**src/hdl/displayPkg.sv**
```systemverilog
package displayPkg;

  // ------------------------------
  // Panel geometry and timing
  // ------------------------------
  localparam int panelColumns    = 128;
  localparam int chipColumns     = 64;
  localparam int pageCount       = 8;
  localparam int lcdDivBits      = 8;
  localparam int framePauseTicks = 32768;

  // ------------------------------
  // LCD controller commands
  // ------------------------------
  localparam logic [7:0] cmdDisplayOn  = 8'h3F;
  localparam logic [7:0] cmdColumnZero = 8'h40;
  localparam logic [7:0] cmdStartLine  = 8'hC0;
  localparam logic [7:0] cmdPageBase   = 8'hB8;

  // Codes 0 to F match the nibbles of an expression word.
  typedef enum logic [4:0] {
    symDigit0, symDigit1, symDigit2, symDigit3, symDigit4,
    symDigit5, symDigit6, symDigit7, symDigit8, symDigit9,
    symPlus, symMinus, symTimes, symDivide,
    symBlankE, symBlankF,
    symLetterL, symLetterV, symLife
  } glyphSymbol;

  typedef enum logic [2:0] {
    stPowerUp,
    stStartLine,
    stColumnZero,
    stSetPage,
    stWriteColumns
  } seqState;

  typedef logic [8:0] lanePos;

  // Each glyph is 8 columns wide and two pages tall.
  // The first 8 bytes are the upper page, the last 8 the lower page.
  localparam logic [7:0] glyphTable [0:18][0:15] = '{
    '{8'h00, 8'hE0, 8'h18, 8'h08, 8'h08, 8'h18, 8'hE0, 8'h00,
      8'h00, 8'h03, 8'h0C, 8'h08, 8'h08, 8'h0C, 8'h03, 8'h00},
    '{8'h00, 8'h00, 8'h10, 8'h18, 8'hF8, 8'h00, 8'h00, 8'h00,
      8'h00, 8'h00, 8'h08, 8'h08, 8'h0F, 8'h08, 8'h08, 8'h00},
    '{8'h00, 8'h00, 8'h10, 8'h08, 8'h08, 8'h88, 8'h70, 8'h00,
      8'h00, 8'h00, 8'h0C, 8'h0E, 8'h0B, 8'h08, 8'h08, 8'h00},
    '{8'h00, 8'h00, 8'h10, 8'h88, 8'h88, 8'h88, 8'h70, 8'h00,
      8'h00, 8'h00, 8'h04, 8'h08, 8'h08, 8'h08, 8'h07, 8'h00},
    '{8'h00, 8'h00, 8'h80, 8'h60, 8'h18, 8'hF8, 8'h00, 8'h00,
      8'h00, 8'h03, 8'h02, 8'h02, 8'h02, 8'h0F, 8'h02, 8'h00},
    '{8'h00, 8'h00, 8'h78, 8'h48, 8'h48, 8'hC8, 8'h88, 8'h00,
      8'h00, 8'h00, 8'h04, 8'h08, 8'h08, 8'h0C, 8'h07, 8'h00},
    '{8'h00, 8'hE0, 8'h90, 8'h48, 8'h48, 8'hC8, 8'h00, 8'h00,
      8'h00, 8'h03, 8'h0C, 8'h08, 8'h08, 8'h0C, 8'h07, 8'h00},
    '{8'h00, 8'h00, 8'h08, 8'h08, 8'h88, 8'h68, 8'h18, 8'h00,
      8'h00, 8'h00, 8'h00, 8'h0C, 8'h03, 8'h00, 8'h00, 8'h00},
    '{8'h00, 8'h00, 8'h70, 8'h88, 8'h88, 8'h88, 8'h70, 8'h00,
      8'h00, 8'h00, 8'h07, 8'h08, 8'h08, 8'h08, 8'h07, 8'h00},
    '{8'h00, 8'h00, 8'hF0, 8'h08, 8'h08, 8'h18, 8'hF0, 8'h00,
      8'h00, 8'h00, 8'h08, 8'h09, 8'h09, 8'h05, 8'h03, 8'h00},
    '{8'h00, 8'h80, 8'h80, 8'hE0, 8'hE0, 8'h80, 8'h80, 8'h00,
      8'h00, 8'h01, 8'h01, 8'h07, 8'h07, 8'h01, 8'h01, 8'h00},
    '{8'h00, 8'h80, 8'h80, 8'h80, 8'h80, 8'h80, 8'h80, 8'h00,
      8'h00, 8'h01, 8'h01, 8'h01, 8'h01, 8'h01, 8'h01, 8'h00},
    '{8'h00, 8'h20, 8'h40, 8'h80, 8'h80, 8'h40, 8'h20, 8'h00,
      8'h00, 8'h04, 8'h02, 8'h01, 8'h01, 8'h02, 8'h04, 8'h00},
    '{8'h00, 8'h80, 8'h80, 8'hA0, 8'hA0, 8'h80, 8'h80, 8'h00,
      8'h00, 8'h01, 8'h01, 8'h05, 8'h05, 8'h01, 8'h01, 8'h00},
    '{default: 8'h00},
    '{default: 8'h00},
    '{8'h10, 8'hF0, 8'hF0, 8'h10, 8'h00, 8'h00, 8'h00, 8'h00,
      8'h00, 8'h0F, 8'h0F, 8'h0C, 8'h0C, 8'h0C, 8'h0E, 8'h00},
    '{8'h20, 8'hE0, 8'hE0, 8'h00, 8'h00, 8'hE0, 8'hE0, 8'h20,
      8'h00, 8'h00, 8'h03, 8'h0E, 8'h0E, 8'h03, 8'h00, 8'h00},
    '{8'hC0, 8'hE0, 8'hF0, 8'hE0, 8'hE0, 8'hF0, 8'hE0, 8'hC0,
      8'h01, 8'h03, 8'h07, 8'h0F, 8'h0F, 8'h07, 8'h03, 8'h01}
  };

endpackage

```
**src/hdl/laneRenderer.sv**
```systemverilog
`timescale 1ns/1ns

module laneRenderer (
  input  logic [2:0]         page,
  input  logic [6:0]         column,
  input  logic [11:0]        Exp1,
  input  logic [11:0]        Exp2,
  input  logic [11:0]        Exp3,
  input  logic [11:0]        Exp4,
  input  logic [11:0]        Exp5,
  input  logic [11:0]        Exp6,
  input  displayPkg::lanePos leadPos1,
  input  displayPkg::lanePos leadPos2,
  input  displayPkg::lanePos leadPos3,
  input  displayPkg::lanePos trailPos1,
  input  displayPkg::lanePos trailPos2,
  input  displayPkg::lanePos trailPos3,
  output logic [7:0]         laneByte
);

  import displayPkg::*;

  logic [11:0] leadExp;
  logic [11:0] trailExp;
  logic [11:0] expr;
  lanePos      leadPos;
  lanePos      trailPos;
  lanePos      colPos;
  lanePos      offset;
  logic        hit;
  glyphSymbol  sym;

  assign colPos = {2'b00, column};

  // Lane k sits on pages 2k and 2k+1.
  always_comb
  begin
    case (page[2:1])
      2'd1:    {leadExp, trailExp, leadPos, trailPos} = {Exp1, Exp4, leadPos1, trailPos1};
      2'd2:    {leadExp, trailExp, leadPos, trailPos} = {Exp2, Exp5, leadPos2, trailPos2};
      2'd3:    {leadExp, trailExp, leadPos, trailPos} = {Exp3, Exp6, leadPos3, trailPos3};
      default: {leadExp, trailExp, leadPos, trailPos} = '0;
    endcase
  end

  always_comb
  begin
    hit    = 1'b0;
    expr   = leadExp;
    offset = '0;
    if (colPos > leadPos && colPos < leadPos + 9'd24)
    begin
      hit    = 1'b1;
      offset = colPos - leadPos;
    end
    else if (colPos > trailPos && colPos < trailPos + 9'd24)
    begin
      hit    = 1'b1;
      expr   = trailExp;
      offset = colPos - trailPos;
    end
    case (offset[4:3])
      2'd0:    sym = glyphSymbol'({1'b0, expr[11:8]});
      2'd1:    sym = glyphSymbol'({1'b0, expr[7:4]});
      default: sym = glyphSymbol'({1'b0, expr[3:0]});
    endcase
  end

  assign laneByte = (hit && page[2:1] != 2'd0) ? glyphTable[sym][{page[0], offset[2:0]}] : 8'h00;

endmodule

```
**src/hdl/laneScroller.sv**
```systemverilog
`timescale 1ns/1ns

module laneScroller (
  input  logic               CLK,
  input  logic               RESET,
  input  logic               frameDone,
  output displayPkg::lanePos leadPos1,
  output displayPkg::lanePos leadPos2,
  output displayPkg::lanePos leadPos3,
  output displayPkg::lanePos trailPos1,
  output displayPkg::lanePos trailPos2,
  output displayPkg::lanePos trailPos3,
  output logic               Update
);

  import displayPkg::*;

  logic leadPastChip;

  // A lead that has left the left chip ends the current round.
  assign leadPastChip = (leadPos1 >= lanePos'(chipColumns)) ||
                        (leadPos2 >= lanePos'(chipColumns)) ||
                        (leadPos3 >= lanePos'(chipColumns));

  always_ff @(posedge CLK or negedge RESET)
  begin
    if (!RESET)
    begin
      leadPos1  <= '0;
      leadPos2  <= '0;
      leadPos3  <= '0;
      trailPos1 <= lanePos'(chipColumns);
      trailPos2 <= lanePos'(chipColumns);
      trailPos3 <= lanePos'(chipColumns);
      Update    <= 1'b0;
    end
    else
    begin
      Update <= 1'b0;
      if (frameDone && leadPastChip)
      begin
        Update    <= 1'b1;
        trailPos1 <= leadPos1;
        trailPos2 <= leadPos2;
        trailPos3 <= leadPos3;
        leadPos1  <= '0;
        leadPos2  <= '0;
        leadPos3  <= '0;
      end
      else if (frameDone)
      begin
        leadPos1  <= leadPos1 + 9'd1;
        leadPos2  <= leadPos2 + 9'd1;
        leadPos3  <= leadPos3 + 9'd1;
        trailPos1 <= trailPos1 + 9'd1;
        trailPos2 <= trailPos2 + 9'd1;
        trailPos3 <= trailPos3 + 9'd1;
      end
    end
  end

endmodule

```
**src/hdl/lcdDisplay.sv**
```systemverilog
`timescale 1ns/1ns

module lcdDisplay #(
  parameter int clkDivBits = displayPkg::lcdDivBits,
  parameter int pauseTicks = displayPkg::framePauseTicks
) (
  input  logic        CLK,
  input  logic        RESET,
  input  logic [11:0] Exp1,
  input  logic [11:0] Exp2,
  input  logic [11:0] Exp3,
  input  logic [11:0] Exp4,
  input  logic [11:0] Exp5,
  input  logic [11:0] Exp6,
  input  logic [6:0]  Score,
  input  logic [1:0]  Life,
  output logic        LcdEnable,
  output logic        LcdRw,
  output logic        LcdDi,
  output logic        LcdCs1,
  output logic        LcdCs2,
  output logic        LcdRst,
  output logic [7:0]  LcdData,
  output logic        Update
);

  import displayPkg::*;

  logic [2:0] page;
  logic [6:0] column;
  logic [7:0] statusByte;
  logic [7:0] laneByte;
  logic       frameDone;
  lanePos     leadPos1;
  lanePos     leadPos2;
  lanePos     leadPos3;
  lanePos     trailPos1;
  lanePos     trailPos2;
  lanePos     trailPos3;

  lcdSequencer #(
    .clkDivBits(clkDivBits),
    .pauseTicks(pauseTicks)
  ) lcdSequencer_i (
    .CLK(CLK), .RESET(RESET),
    .statusByte(statusByte), .laneByte(laneByte),
    .page(page), .column(column), .frameDone(frameDone),
    .LcdEnable(LcdEnable), .LcdRw(LcdRw), .LcdDi(LcdDi),
    .LcdCs1(LcdCs1), .LcdCs2(LcdCs2), .LcdRst(LcdRst), .LcdData(LcdData)
  );

  laneScroller laneScroller_i (
    .CLK(CLK), .RESET(RESET), .frameDone(frameDone),
    .leadPos1(leadPos1), .leadPos2(leadPos2), .leadPos3(leadPos3),
    .trailPos1(trailPos1), .trailPos2(trailPos2), .trailPos3(trailPos3),
    .Update(Update)
  );

  statusRenderer statusRenderer_i (
    .page(page), .column(column), .Score(Score), .Life(Life),
    .statusByte(statusByte)
  );

  laneRenderer laneRenderer_i (
    .page(page), .column(column),
    .Exp1(Exp1), .Exp2(Exp2), .Exp3(Exp3), .Exp4(Exp4), .Exp5(Exp5), .Exp6(Exp6),
    .leadPos1(leadPos1), .leadPos2(leadPos2), .leadPos3(leadPos3),
    .trailPos1(trailPos1), .trailPos2(trailPos2), .trailPos3(trailPos3),
    .laneByte(laneByte)
  );

endmodule

```
**src/hdl/lcdSequencer.sv**
```systemverilog
`timescale 1ns/1ns

module lcdSequencer #(
  parameter int clkDivBits = displayPkg::lcdDivBits,
  parameter int pauseTicks = displayPkg::framePauseTicks
) (
  input  logic       CLK,
  input  logic       RESET,
  input  logic [7:0] statusByte,
  input  logic [7:0] laneByte,
  output logic [2:0] page,
  output logic [6:0] column,
  output logic       frameDone,
  output logic       LcdEnable,
  output logic       LcdRw,
  output logic       LcdDi,
  output logic       LcdCs1,
  output logic       LcdCs2,
  output logic       LcdRst,
  output logic [7:0] LcdData
);

  import displayPkg::*;

  localparam int pauseBits = $clog2(pauseTicks + 2);

  logic [clkDivBits-1:0] divCount;
  logic                  tick;
  logic [1:0]            busPhase;
  logic [pauseBits-1:0]  pauseCount;
  logic [7:0]            writeCount;
  logic                  clearing;
  logic [1:0]            chipSel;
  seqState               state;

  // ------------------------------
  // Tick enable
  // ------------------------------
  always_ff @(posedge CLK or negedge RESET)
  begin
    if (!RESET)
      divCount <= '0;
    else
      divCount <= divCount + 1'b1;
  end

  assign tick = &divCount;

  // Phase 0 is setup, 1 holds the strobe high, 2 is the low half and idle.
  assign LcdEnable = (busPhase == 2'd1);
  assign LcdRw     = 1'b0;
  assign LcdCs1    = chipSel[0];
  assign LcdCs2    = chipSel[1];
  assign column    = writeCount[6:0];

  // ------------------------------
  // Command and data sequencing
  // ------------------------------
  always_ff @(posedge CLK or negedge RESET)
  begin
    if (!RESET)
    begin
      state      <= stPowerUp;
      page       <= 3'd0;
      writeCount <= 8'd0;
      clearing   <= 1'b1;
      busPhase   <= 2'd2;
      pauseCount <= '0;
      chipSel    <= 2'b11;
      LcdDi      <= 1'b0;
      LcdRst     <= 1'b0;
      LcdData    <= 8'h00;
      frameDone  <= 1'b0;
    end
    else
    begin
      frameDone <= 1'b0;
      if (tick)
      begin
        if (busPhase != 2'd2)
          busPhase <= busPhase + 2'd1;
        else if (pauseCount != '0)
          pauseCount <= pauseCount - 1'b1;
        else
        begin
          case (state)
            stPowerUp:
            begin
              LcdRst   <= 1'b1;
              LcdData  <= cmdDisplayOn;
              busPhase <= 2'd0;
              state    <= stColumnZero;
            end
            stColumnZero:
            begin
              LcdData  <= cmdColumnZero;
              busPhase <= 2'd0;
              state    <= stStartLine;
            end
            stStartLine:
            begin
              LcdData  <= cmdStartLine;
              busPhase <= 2'd0;
              state    <= stSetPage;
            end
            stSetPage:
            begin
              LcdDi      <= 1'b0;
              chipSel    <= 2'b11;
              LcdData    <= cmdPageBase + {5'd0, page};
              writeCount <= 8'd0;
              busPhase   <= 2'd0;
              state      <= stWriteColumns;
            end
            default:
            begin
              if (clearing && writeCount < 8'(chipColumns))
              begin
                LcdDi      <= 1'b1;
                LcdData    <= 8'h00;
                writeCount <= writeCount + 8'd1;
                busPhase   <= 2'd0;
              end
              else if (!clearing && writeCount < 8'(panelColumns))
              begin
                LcdDi      <= 1'b1;
                LcdData    <= (page < 3'd2) ? statusByte : laneByte;
                chipSel    <= writeCount[6] ? 2'b10 : 2'b01;
                writeCount <= writeCount + 8'd1;
                busPhase   <= 2'd0;
              end
              else
              begin
                state <= stSetPage;
                page  <= page + 3'd1;
                if (page == 3'(pageCount - 1))
                begin
                  // End of a full pass over the panel.
                  clearing <= 1'b0;
                  if (!clearing)
                  begin
                    frameDone  <= 1'b1;
                    pauseCount <= pauseBits'(pauseTicks);
                  end
                end
              end
            end
          endcase
        end
      end
    end
  end

endmodule

```
**src/hdl/statusRenderer.sv**
```systemverilog
`timescale 1ns/1ns

module statusRenderer (
  input  logic [2:0] page,
  input  logic [6:0] column,
  input  logic [6:0] Score,
  input  logic [1:0] Life,
  output logic [7:0] statusByte
);

  import displayPkg::*;

  logic [3:0] level;
  logic [7:0] lifeEnd;
  glyphSymbol sym;

  assign level   = 4'(Score / 7'd10 + 7'd1);
  assign lifeEnd = 8'd96 + {3'd0, Life, 3'd0};

  // Every cell starts on a multiple of 8, so column[2:0] is the glyph column.
  always_comb
  begin
    sym = symBlankE;
    if (column < 7'd8)
      sym = symLetterL;
    else if (column < 7'd16)
      sym = symLetterV;
    else if (column >= 7'd24 && column < 7'd32)
    begin
      if (level <= 4'd9)
        sym = glyphSymbol'({1'b0, level});
    end
    else if (column >= 7'd96 && {1'b0, column} < lifeEnd)
      sym = symLife;
  end

  // Page 0 carries the upper half of the row, page 1 the lower half.
  assign statusByte = (page < 3'd2) ? glyphTable[sym][{page[0], column[2:0]}] : 8'h00;

endmodule

```
**config.mk**
```make
export PLATFORM = sky130hd
export DESIGN_NAME = lcdDisplay
export DESIGN_NICKNAME = d
export VERILOG_FILES = /design/src/hdl/displayPkg.sv /design/src/hdl/laneRenderer.sv /design/src/hdl/laneScroller.sv /design/src/hdl/lcdDisplay.sv /design/src/hdl/lcdSequencer.sv /design/src/hdl/statusRenderer.sv
export SDC_FILE = /design/constraint.sdc
export NUM_CORES = 1
export LEC_CHECK = 0
export ABC_AREA = 0
export BUFFER_PORTS_ARGS = -buffer_cell sky130_fd_sc_hd__buf_2
export CAP_MARGIN = 30
export CELL_PAD_IN_SITES_DETAIL_PLACEMENT = 2
export CELL_PAD_IN_SITES_GLOBAL_PLACEMENT = 2
export CORE_UTILIZATION = 36
export DETAILED_ROUTE_END_ITERATION = 10
export GPL_TIMING_DRIVEN = 0
export PLACE_DENSITY_LB_ADDON = 0.1
export SKIP_LAST_GASP = 1
export SLEW_MARGIN = 20
export SYNTH_ARGS = -nofsm -noshare
export SYNTH_HDL_FRONTEND = slang
export SYNTH_SLANG_ARGS = --single-unit
export TNS_END_PERCENT = 1
```
**constraint.sdc**
```tcl
create_clock -name CLK -period 7.1 [get_ports CLK]
set_input_delay 0.355 -clock CLK [delete_from_list [all_inputs] [get_ports CLK]]
set_output_delay 0.355 -clock CLK [all_outputs]
set_load 0.005 [all_outputs]
```
==> results of run 1 <==
-- area by class of cell --
cell class              instances  area [um2]
flip-flops and latches        109        2740
clock buffers                   9         225
repair buffers                 95         509
inverters                      44         165
clock inverters                 7        85.1
fillers                      3443       17000
multi-input cells            1120        7210
well taps                     384         480
plain buffers                  99         487
-- where the power goes --
group	total, mW	switching [mW]	internal [mW]
clock	0.537	0.282	0.255
sequential	0.621	0.000181	0.621
combinational	0.0775	0.0433	0.0342
-- repair_timing --
action	4_1_cts	5_1_grt
hold buffers	1	0
resized for setup	0	1
endpoints found under the hold margin	48	0
endpoints found under the setup margin	0	7
-- per-stage QoR --
stage / area (um2) / power (mW) / instances
2_1_floorplan: 10600 / 0.664 / 1372
3_3_place_gp: 11500 / 0.707 / 1849
3_5_place_dp: 11600 / 0.711 / 1850
4_1_cts: 11900 / 1.25 / 1867
5_1_grt: 11900 / 1.27 / 1867
6_report: 11900 / 1.24 / 1867
-- Yosys cell counts (17+ instances only) --
master      n  share of area, %
a211oi_1   24               1.7
a21oi_1    93               4.4
a22oi_1    19               1.3
a31oi_1    34               2.0
clkbuf_1   66               2.3
dfrtp_1   102                24
ha_1       55               6.5
inv_1      41               1.5
mux2_2     38               4.0
mux2i_1    18               1.7
nand2_1   154               5.5
nand3_1    66               3.1
nor2_1    151               5.4
nor3_1     35               1.7
o211ai_1   17               1.2
o21ai_0   106               5.0
o31ai_1    20               1.4
xnor2_1    20               1.7
-- flip-flops by register name (all words and copies together), names as in the netlist, 8 cells and up --
signal,count
laneScroller_i.leadPos2,9
laneScroller_i.leadPos3,9
laneScroller_i.leadPos1,9
lcdSequencer_i.pauseCount,16
laneScroller_i.trailPos2,9
lcdSequencer_i.LcdData,8
laneScroller_i.trailPos1,9
lcdSequencer_i.writeCount,8
lcdSequencer_i.divCount,8
laneScroller_i.trailPos3,9
-- kinds of logic (layout without fill, tap and decap cells) --
logic type / count (synthesis) / count (layout) / share of synthesized area [%]
flip-flops: 109 / 109 / 25.8
AO/OA/AOI/OAI: 465 / 465 / 30.2
multiplexers: 58 / 58 / 6.06
XOR/XNOR: 36 / 36 / 2.98
other: 1 / 1 / 0.0354
AND/OR/NAND/NOR: 503 / 503 / 21.9
adder cells (fa/ha/maj): 57 / 57 / 6.88
buffers and inverters: 143 / 254 / 6.16
-- routing by layer --
metal / global-route usage (%) / up-vias
li1: - / 5301
met1: 39.4 / 5782
met5: 0 / -
met2: 50.8 / 315
met3: 3.60 / 70
met4: 8.85 / 0
-- final timing paths --
| kind | from | end | slack [ns] | depth (start not counted) |
|---|---|---|---|---|
| max in group asynchronous | RESET | lcdSequencer_i.clearing$_DFFE_PN1P_ | 5.86 | 3 |
| worst min register to register | lcdSequencer_i.divCount[0]$_DFF_PN0_ | lcdSequencer_i.divCount[0]$_DFF_PN0_ | 0.49 | 1 |
| worst min-delay path | lcdSequencer_i.divCount[0]$_DFF_PN0_ | lcdSequencer_i.divCount[0]$_DFF_PN0_ | 0.49 | 1 |
| worst max register to register | lcdSequencer_i.page[1]$_DFFE_PN0P_ | lcdSequencer_i.LcdData[1]$_DFFE_PN0P_ | 0.30 | 21 |
| min in group asynchronous | RESET | laneScroller_i.leadPos3[6]$_DFFE_PN0P_ | 0.50 | 2 |
| worst max-delay path | lcdSequencer_i.page[1]$_DFFE_PN0P_ | lcdSequencer_i.LcdData[1]$_DFFE_PN0P_ | 0.30 | 21 |
-- cell usage in the layout (no fill, tap or decap), types with 20 or more instances in the layout --
| cell type | count |
|---|---|
| nand2_1 | 154 |
| a21oi_1 | 93 |
| nor3_1 | 35 |
| nand3_1 | 66 |
| buf_2 | 106 |
| dfrtp_1 | 102 |
| a211oi_1 | 22 |
| clkbuf_1 | 66 |
| o21ai_0 | 106 |
| mux2_2 | 38 |
| inv_1 | 41 |
| ha_1 | 55 |
| a31oi_1 | 34 |
| o31ai_1 | 20 |
| nor2_1 | 151 |
| xnor2_1 | 20 |
==> run_results.csv, run 1 <==
group,metric,value,unit
cts,clk_pin_slew,0.09,ns
timing,finalMaxSlewViolations,0,
grt,track_usage,29.8,%
finish,diodes,0,
setup_path,endpoint_kind,"flip-flop",
place,port_buffers,93,
pwr,ir_drop,0.114,mV
setup_path,crit_slowest_cell,"xor2_1",
timing,period_share,95.8,%
cts,cts.sinks,109,
synth,ys_seq_area_share,25.8,%
timing,worst_pin_slew,0.946,ns
cts,cts-root-buf,"clkbuf_16",
route,drtIter0Drc,658,
setup_path,critical_path_required,7.36,ns
route,m1WireLength,20.2,mm
floorplanning,core_area,28900,um2
synth,synth_nets,1512,
cts,cts_inserted_buffers,9,
timing,hold_viol_final,0,
timing,finClkSkew,0.0108,ns
setup_path,cp_cell_sequence,"buf_2, buf_2, buf_2, buf_1, a22o_1, ha_1, inv_1, fa_1, a21o_1, a21oi_1, xor2_1, o211ai_1, a211oi_1, a211oi_2, ha_1, clkbuf_1, a211oi_1, o311ai_1, a31oi_1, a2111oi_2, nor2_1",
pwr,power_density,104,nW/um2
route,final_antenna_net_count,0,
route,via_count,11500,
setup_path,cp.buffers_inverters,6,
cts,cts_tree,"built",
synth,synth-main-ff-cell,"dfrtp_1",
synth,yosys_warnings,0,
cts,htree_levels,3,
floorplanning,dieArea,30100,um2
setup_path,cp-start-kind,"flip-flop",
timing,fmax,147,MHz
setup_path,critPathMostFrequentCell,"buf_2",
route,highest_layer,"met4",
synth,synth_cell_types,98,
floorplanning,ioPinCount,98,
synth,ys_async_sr_fraction,100,%
timing,whs,0.486,ns
grt,overflow,0,
floorplanning,die_w,174,um
place,dp_hpwl,34.1,mm
timing,setup_ws,0.296,ns
finish,drive_gt1_share,14.5,%
timing,setup-violations-final,0,
grt,grt_first_pass_wirelength,71.3,mm
floorplanning,start_util,36.7,%
grt,antenna_found_initial,0,
route,vias_per_cell,6.14,
flow_run,cap_violations,0,
cts,cts_buffer_depth,2,
timing,timing.final.crit_period,6.80,ns
pwr,leakagePower,4.96,nW
route,wirelength,44.6,mm
synth,ys_seq_elements,109,
finish,area_delta_synth_final,12.4,%
setup_path,worstPathMaxFanout,10,
run_status,status,"finished clean",
place,place_ws,0.129,ns
setup_path,critPathArrivalTime,7.07,ns
timing,relSlewSlack,35.1,%
route,drc,0,
synth,synthCells,1372,
synth,synth_edf_count,0,
route,dr.pass1.iters,5,
floorplanning,die_h,174,um
route,met2WireLength,21.4,mm
setup_path,crit_family,"compound AO/OA/AOI/OAI gates",
cts,post_cts_buffers,0,
route,wl_per_cell,23.9,um
setup_path,critical_path.max_stage_delay,0.57,ns
route,wl_met3,2.06,mm
timing,rsz0062_at_grt,"false",
grt,grt_pass1_vias,12300,
finish,final_core_util,41.2,%
synth,synth_area,10600,um2
cts,clock_latency,0.37,ns
synth,syn_area_per_cell,7.72,um2
setup_path,crit_type,"reg2reg",
min_path,hold_class,"reg2reg",
place,place_congestion,0.940,
timing,fin_setup_tns,0,ns
floorplanning,rows,62,
grt,grt_max_degree,59,
finish,nets,1618,
Power figures use the tool's default switching activity.
==> inputs of run 2 (changes only) <==
BUFFER_PORTS_ARGS = -buffer_cell sky130_fd_sc_hd__clkbuf_2   (was -buffer_cell sky130_fd_sc_hd__buf_2)
==> run 2 against run 1 <==
Against the previous run:
- die area unchanged
- critical endpoint unchanged
- global-route usage up 0.14 points
- non-clock buffer count up 4
- first-iteration DRC count down 4.4%
- sequential power about the same
- largest power group unchanged
- clock skew up 0.0040 ns
==> run_results.csv, run 2 (synthesized netlist as in run 1, its figures left out) <==
group,metric,value,unit
run_status,status,"finished clean",
finish,nets,1622,
finish,largest_reg_flops,16,
setup_path,worstPathMaxFanout,10,
timing,fin_setup_tns,0,ns
route,wl_per_cell,23.8,um
route,via_count,11400,
floorplanning,start_util,36.7,%
cts,cts_tree,"built",
timing,setup_ws,0.343,ns
setup_path,crit_family,"compound AO/OA/AOI/OAI gates",
timing,worst_pin_slew,0.956,ns
setup_path,cp-start-kind,"flip-flop",
grt,grt_pass1_vias,12400,
floorplanning,die_h,174,um
grt,met1_usage,38.6,%
cts,cts.sinks,109,
min_path,hold_class,"reg2reg",
flow_run,cap_violations,0,
place,place_ws,0.0790,ns
finish,area_delta_synth_final,12.5,%
pwr,ir_drop,0.116,mV
route,drc,0,
route,vias_per_cell,6.12,
grt,grt_first_pass_wirelength,71.5,mm
timing,period_share,95.2,%
setup_path,critical_path.max_stage_delay,0.52,ns
timing,hold_viol_final,0,
route,drtIter0Drc,629,
setup_path,r2r_cells,22,
setup_path,crit-reg2reg-launch,"lcdSequencer_i.page[1]$_DFFE_PN0P_",
grt,overflow,0,
finish,layout_commonest_cell,"nand2_1",
pwr,p_sw,0.330,mW
pwr,leakagePower,5.00,nW
setup_path,endpoint_kind,"flip-flop",
setup_path,crit_type,"reg2reg",
floorplanning,rows,62,
route,wirelength,44.5,mm
place,place_congestion,0.917,
setup_path,cp_cell_sequence,"buf_2, buf_2, buf_2, buf_1, a22o_1, ha_1, inv_1, fa_1, a21o_1, a21oi_1, xor2_1, o211ai_1, a211oi_1, a211oi_1, clkbuf_2, ha_1, clkbuf_1, a211oi_1, o311ai_1, a31oi_1, a2111oi_2, nor2_1",
cts,htree_levels,3,
cts,cts-root-buf,"clkbuf_16",
setup_path,crit_slowest_cell,"dfrtp_1",
min_path,holdPathStages,1,
cts,clk_pin_slew,0.09,ns
floorplanning,core_area,28900,um2
setup_path,crit-reg2reg-capture,"lcdSequencer_i.LcdData[1]$_DFFE_PN0P_",
place,dp_hpwl,34.5,mm
cts,clock_latency,0.38,ns
cts,cts_buffer_depth,2,
setup_path,critPathArrivalTime,7.02,ns
pwr,swShare,26.6,%
timing,timing.final.crit_period,6.76,ns
finish,regMostFlops,"lcdSequencer_i.pauseCount",
place,port_buffers,93,
floorplanning,dieArea,30100,um2
pwr,clkPwrFrac,43.6,%
grt,grt_max_degree,57,
floorplanning,ioPinCount,98,
cts,cts_inserted_buffers,9,
timing,finalMaxSlewViolations,0,
pwr,intPower,0.910,mW
setup_path,cp.buffers_inverters,7,
timing,relSlewSlack,36.3,%
timing,rsz0062_at_grt,"false",
finish,layout_common_cells,"nand2_1 (154), nor2_1 (151), o21ai_0 (106)",
finish,fillerInstances,3471,
finish,drive_gt1_share,14.6,%
timing,fmax,148,MHz
timing,setup-violations-final,0,
grt,use_met2,51.0,%
floorplanning,die_w,174,um
pwr,power_density,104,nW/um2
min_path,min_to,"lcdSequencer_i.LcdRst$_DFFE_PN0P_",
grt,antenna_found_initial,0,
setup_path,reg2reg_slack,0.34,ns
grt,top_usage_layer,"met2",
pwr,seq_power_share,50.1,%
timing,finClkSkew,0.0148,ns
setup_path,critical_path_required,7.36,ns
route,final_antenna_net_count,0,
route,dr.pass1.iters,5,
min_path,min-delay-start,"lcdSequencer_i.LcdRst$_DFFE_PN0P_",
pwr,combPwrFrac,6.3,%
finish,diodes,0,
grt,track_usage,30.0,%
grt,grt_util_met3,4.71,%
run 2: how the worst max path moves through the flow:
stage                                        from                               endpoint  slack (ns)  cells after the start
6_report       lcdSequencer_i.page[1]$_DFFE_PN0P_  lcdSequencer_i.LcdData[1]$_DFFE_PN0P_        0.34                     22
5_1_grt        lcdSequencer_i.page[2]$_DFFE_PN0P_  lcdSequencer_i.LcdData[7]$_DFFE_PN0P_        0.08                     23
4_1_cts        lcdSequencer_i.page[1]$_DFFE_PN0P_  lcdSequencer_i.LcdData[7]$_DFFE_PN0P_        0.05                     19
3_5_place_dp   lcdSequencer_i.page[1]$_DFFE_PN0P_  lcdSequencer_i.LcdData[7]$_DFFE_PN0P_        0.08                     19
3_3_place_gp   lcdSequencer_i.page[1]$_DFFE_PN0P_  lcdSequencer_i.LcdData[7]$_DFFE_PN0P_        0.27                     19
2_1_floorplan  lcdSequencer_i.page[2]$_DFFE_PN0P_  lcdSequencer_i.LcdData[1]$_DFFE_PN0P_        1.87                     24
run 2: metal layers:
metal | share of wire, % | wire, um | vias to the layer above
met3 | 5.2 | 2310 | 82
met4 | 2.7 | 1220 | 0
li1 | - | - | 5289
met2 | 48 | 21200 | 341
met1 | 44 | 19800 | 5737
met5 | 0 | 0 | -
run 2: per-stage QoR:
stage / util [%] / area [um2] / hold slack [ns] / power (mW) / std cells
after detailed placement: 40.1 / 11600 / 0.372 / 0.712 / 1851
after global routing: 41.3 / 11900 / 0.527 / 1.29 / 1871
after global placement: 40.0 / 11500 / 0.445 / 0.707 / 1849
after floorplan: - / 10600 / 0.0594 / 0.664 / 1372
final: 41.3 / 11900 / 0.475 / 1.24 / 1871
after CTS: 41.2 / 11900 / 0.479 / 1.25 / 1868
run 2: final cells by class:
class | count | area (um2) | share of cell area [%]
flip-flops and latches | 109 | 2740 | 23.0
repair buffers | 99 | 532 | 4.46
multi-input cells | 1120 | 7200 | 60.4
well taps | 384 | 480 | 4.03
plain buffers | 99 | 487 | 4.08
clock inverters | 7 | 87.6 | 0.735
inverters | 44 | 165 | 1.39
clock buffers | 9 | 225 | 1.89
run 2: power by group through the flow:
stage | Clock (mW) | Sequential, mW | Combinational (mW)
6_report | 0.541 | 0.621 | 0.0779
5_1_grt | 0.578 | 0.621 | 0.0876
4_1_cts | 0.554 | 0.621 | 0.0796
3_5_place_dp | 0 | 0.633 | 0.0788
3_3_place_gp | 0 | 0.633 | 0.0740
2_1_floorplan | 0 | 0.633 | 0.0302
run 2: what timing repair did:
item / in CTS / in global routing
setup buffers: 0 / 0
gates resized for setup: 0 / 1
endpoints found under the hold margin: 52 / 0
hold buffers: 1 / 0
endpoints found under the setup margin: 0 / 1
==> inputs of run 3 (changes only) <==
CORE_UTILIZATION = 33   (was 36)
clock period = 6.1 ns   (was 7.1 ns; I/O delays follow)
==> run 3 against run 2 <==
Against the previous run:
- highest routed layer unchanged
- via count fell by 0.48%
- register-to-register slack got worse by 0.10 ns
- critical endpoint unchanged
- sequential share of layout area fell by 0.39 points
- largest cell class unchanged
- combinational power rose by 18%
- clock-buffer cell count rose by 1
- core utilization fell by 2.9 points
- worst setup slack got worse by 0.10 ns
- clock power rose by 28%
- sequential power rose by 16%
- final area rose by 1.8%
- non-clock buffer count rose by 4
==> run_results.csv, run 3 (synthesized netlist as in run 1, its figures left out) <==
group,metric,value,unit
run_status,status,"finished clean",
flow_run,cap_violations,0,
finish,drive_gt1_share,16.4,%
route,via_count,11400,
grt,track_usage,27.4,%
setup_path,crit_type,"reg2reg",
timing,hold_viol_final,0,
pwr,ir_drop,0.130,mV
timing,worst_pin_slew,0.979,ns
grt,overflow,0,
setup_path,endpoint_kind,"flip-flop",
floorplanning,dieArea,32800,um2
timing,finalMaxSlewViolations,0,
finish,area_delta_synth_final,14.5,%
timing,setup_ws,0.243,ns
cts,cts-root-buf,"clkbuf_16",
route,highest_layer,"met4",
finish,fillerInstances,3776,
route,final_antenna_net_count,0,
cts,clock_latency,0.38,ns
place,dp_hpwl,34.3,mm
route,dr.pass1.iters,4,
finish,largest_reg_flops,16,
floorplanning,die_h,181,um
route,drc,0,
grt,grt_max_degree,70,
pwr,leakagePower,5.08,nW
finish,nets,1626,
finish,final_core_util,38.4,%
route,m1WireLength,20.1,mm
floorplanning,ioPinCount,98,
cts,htree_levels,3,
finish,final_cells,1893,
timing,timing.final.crit_period,5.86,ns
grt,grt_pass1_vias,12300,
floorplanning,die_w,181,um
floorplanning,core_area,31600,um2
timing,fmax,171,MHz
grt,antenna_found_initial,0,
place,place_congestion,0.952,
cts,cts_tree,"built",
cts,cts_buffer_depth,2,
place,place_ws,-1.03,ns
setup_path,worstPathMaxFanout,11,
setup_path,critPathArrivalTime,6.11,ns
timing,finClkSkew,0.0137,ns
timing,relSlewSlack,34.8,%
cts,cts_inserted_buffers,9,
setup_path,crit-reg2reg-launch,"lcdSequencer_i.page[2]$_DFFE_PN0P_",
min_path,hold_class,"in2async",
route,wl_met3,2.29,mm
place,port_buffers,93,
pwr,power,1.51,mW
grt,grt_first_pass_wirelength,70.6,mm
route,wl_per_cell,23.5,um
finish,layout_commonest_cell,"nand2_1",
route,vias_per_cell,6.02,
route,met2WireLength,21.1,mm
place,dpl.cell_count,1869,
cts,clk_pin_slew,0.08,ns
pwr,power_density,124,nW/um2
timing,setup-violations-final,0,
route,drtIter0Drc,634,
route,wirelength,44.6,mm
floorplanning,rows,65,
cts,cts.sinks,109,
finish,regMostFlops,"lcdSequencer_i.pauseCount",
timing,period_share,96.0,%
setup_path,cp-start-kind,"flip-flop",
finish,layout_common_cells,"nand2_1 (154), nor2_1 (150), o21ai_0 (105)",
setup_path,critical_path_required,6.35,ns
finish,diodes,0,
setup_path,critPathLaunch,"lcdSequencer_i.page[2]$_DFFE_PN0P_",
floorplanning,start_util,33.6,%
[run 3: changes by cell type in the layout (fill, tap and decap cells not counted), sizes merged]
cell      previous run  this run
clkinv               4         2
clkinvlp             1         0
buf                 35        41
bufinv               0         2
clkbuf             171       170
[run 3: path summary, 6_finish.rpt]
check / end / slack [ns] / cells after the start
setup / recovery: lcdSequencer_i.LcdData[1]$_DFFE_PN0P_ / 0.24 / 25
hold / removal: laneScroller_i.leadPos3[8]$_DFFE_PN0P_ / 0.42 / 2
setup reg to reg: lcdSequencer_i.LcdData[1]$_DFFE_PN0P_ / 0.24 / 25
hold reg to reg: lcdSequencer_i.LcdRst$_DFFE_PN0P_ / 0.48 / 1
max in group asynchronous: lcdSequencer_i.clearing$_DFFE_PN1P_ / 4.96 / 3
min in group CLK: lcdSequencer_i.LcdRst$_DFFE_PN0P_ / 0.48 / 1
[run 3: layer usage]
| layer | up-vias | GRT usage, % |
|---|---|---|
| met5 | - | 0 |
| met4 | 0 | 8.68 |
| met1 | 5683 | 36.1 |
| met2 | 329 | 46.2 |
| li1 | 5313 | - |
| met3 | 69 | 3.51 |
[run 3: layout make-up]
cell class                 instances  area (um2)  share of cell area [%]
buffer                            97         493                    4.07
clock buffer                      10         229                    1.89
clock inverter                     6         105                   0.867
inverter                          44         165                    1.36
multi-input combinational       1120        7310                    60.3
sequential                       109        2740                    22.6
tap                              402         503                    4.15
timing repair buffer             105         582                    4.80
[run 3: critical path, cell delays in order, from the launching register on]
cell and delay (ns):
dfrtp_1 0.41, buf_6 0.15, buf_6 0.15, buf_6 0.15, buf_6 0.17, clkbuf_4 0.21, o21ai_0 0.33, a22o_1 0.23
ha_1 0.18, inv_1 0.06, fa_1 0.40, a21o_1 0.21, a21oi_2 0.24, xor2_2 0.29, a221oi_1 0.11, a211oi_1 0.23
a31o_1 0.13, buf_4 0.23, inv_2 0.14, ha_1 0.32, clkbuf_2 0.24, o21a_1 0.21, a31oi_1 0.28, nand4_1 0.21
a2111oi_2 0.34, nor2_1 0.09
[run 3: per-stage QoR]
stage	setup TNS (ns)	cell area [um2]	hold slack [ns]
floorplan	0	10600	0.00941
global placement	-4.49	11600	0.455
detailed placement	-5.56	11600	0.268
CTS	-0.126	12000	0.425
global route	-0.0320	12100	0.452
finish	0	12100	0.419
[run 3: repair_timing]
action	4_1_cts	5_1_grt
endpoints found under the setup margin	8	8
hold buffers	1	0
setup buffers	2	6
pin swaps	1	6
endpoints found under the hold margin	37	0
resized for setup	15	19
[run 3: report_power, final]
| group | switching [mW] | total, mW | internal [mW] |
|---|---|---|---|
| Combinational | 0.0516 | 0.0916 | 0.0400 |
| Clock | 0.321 | 0.692 | 0.371 |
| Sequential | 0.000299 | 0.723 | 0.723 |
| Total | 0.373 | 1.51 | 1.13 |
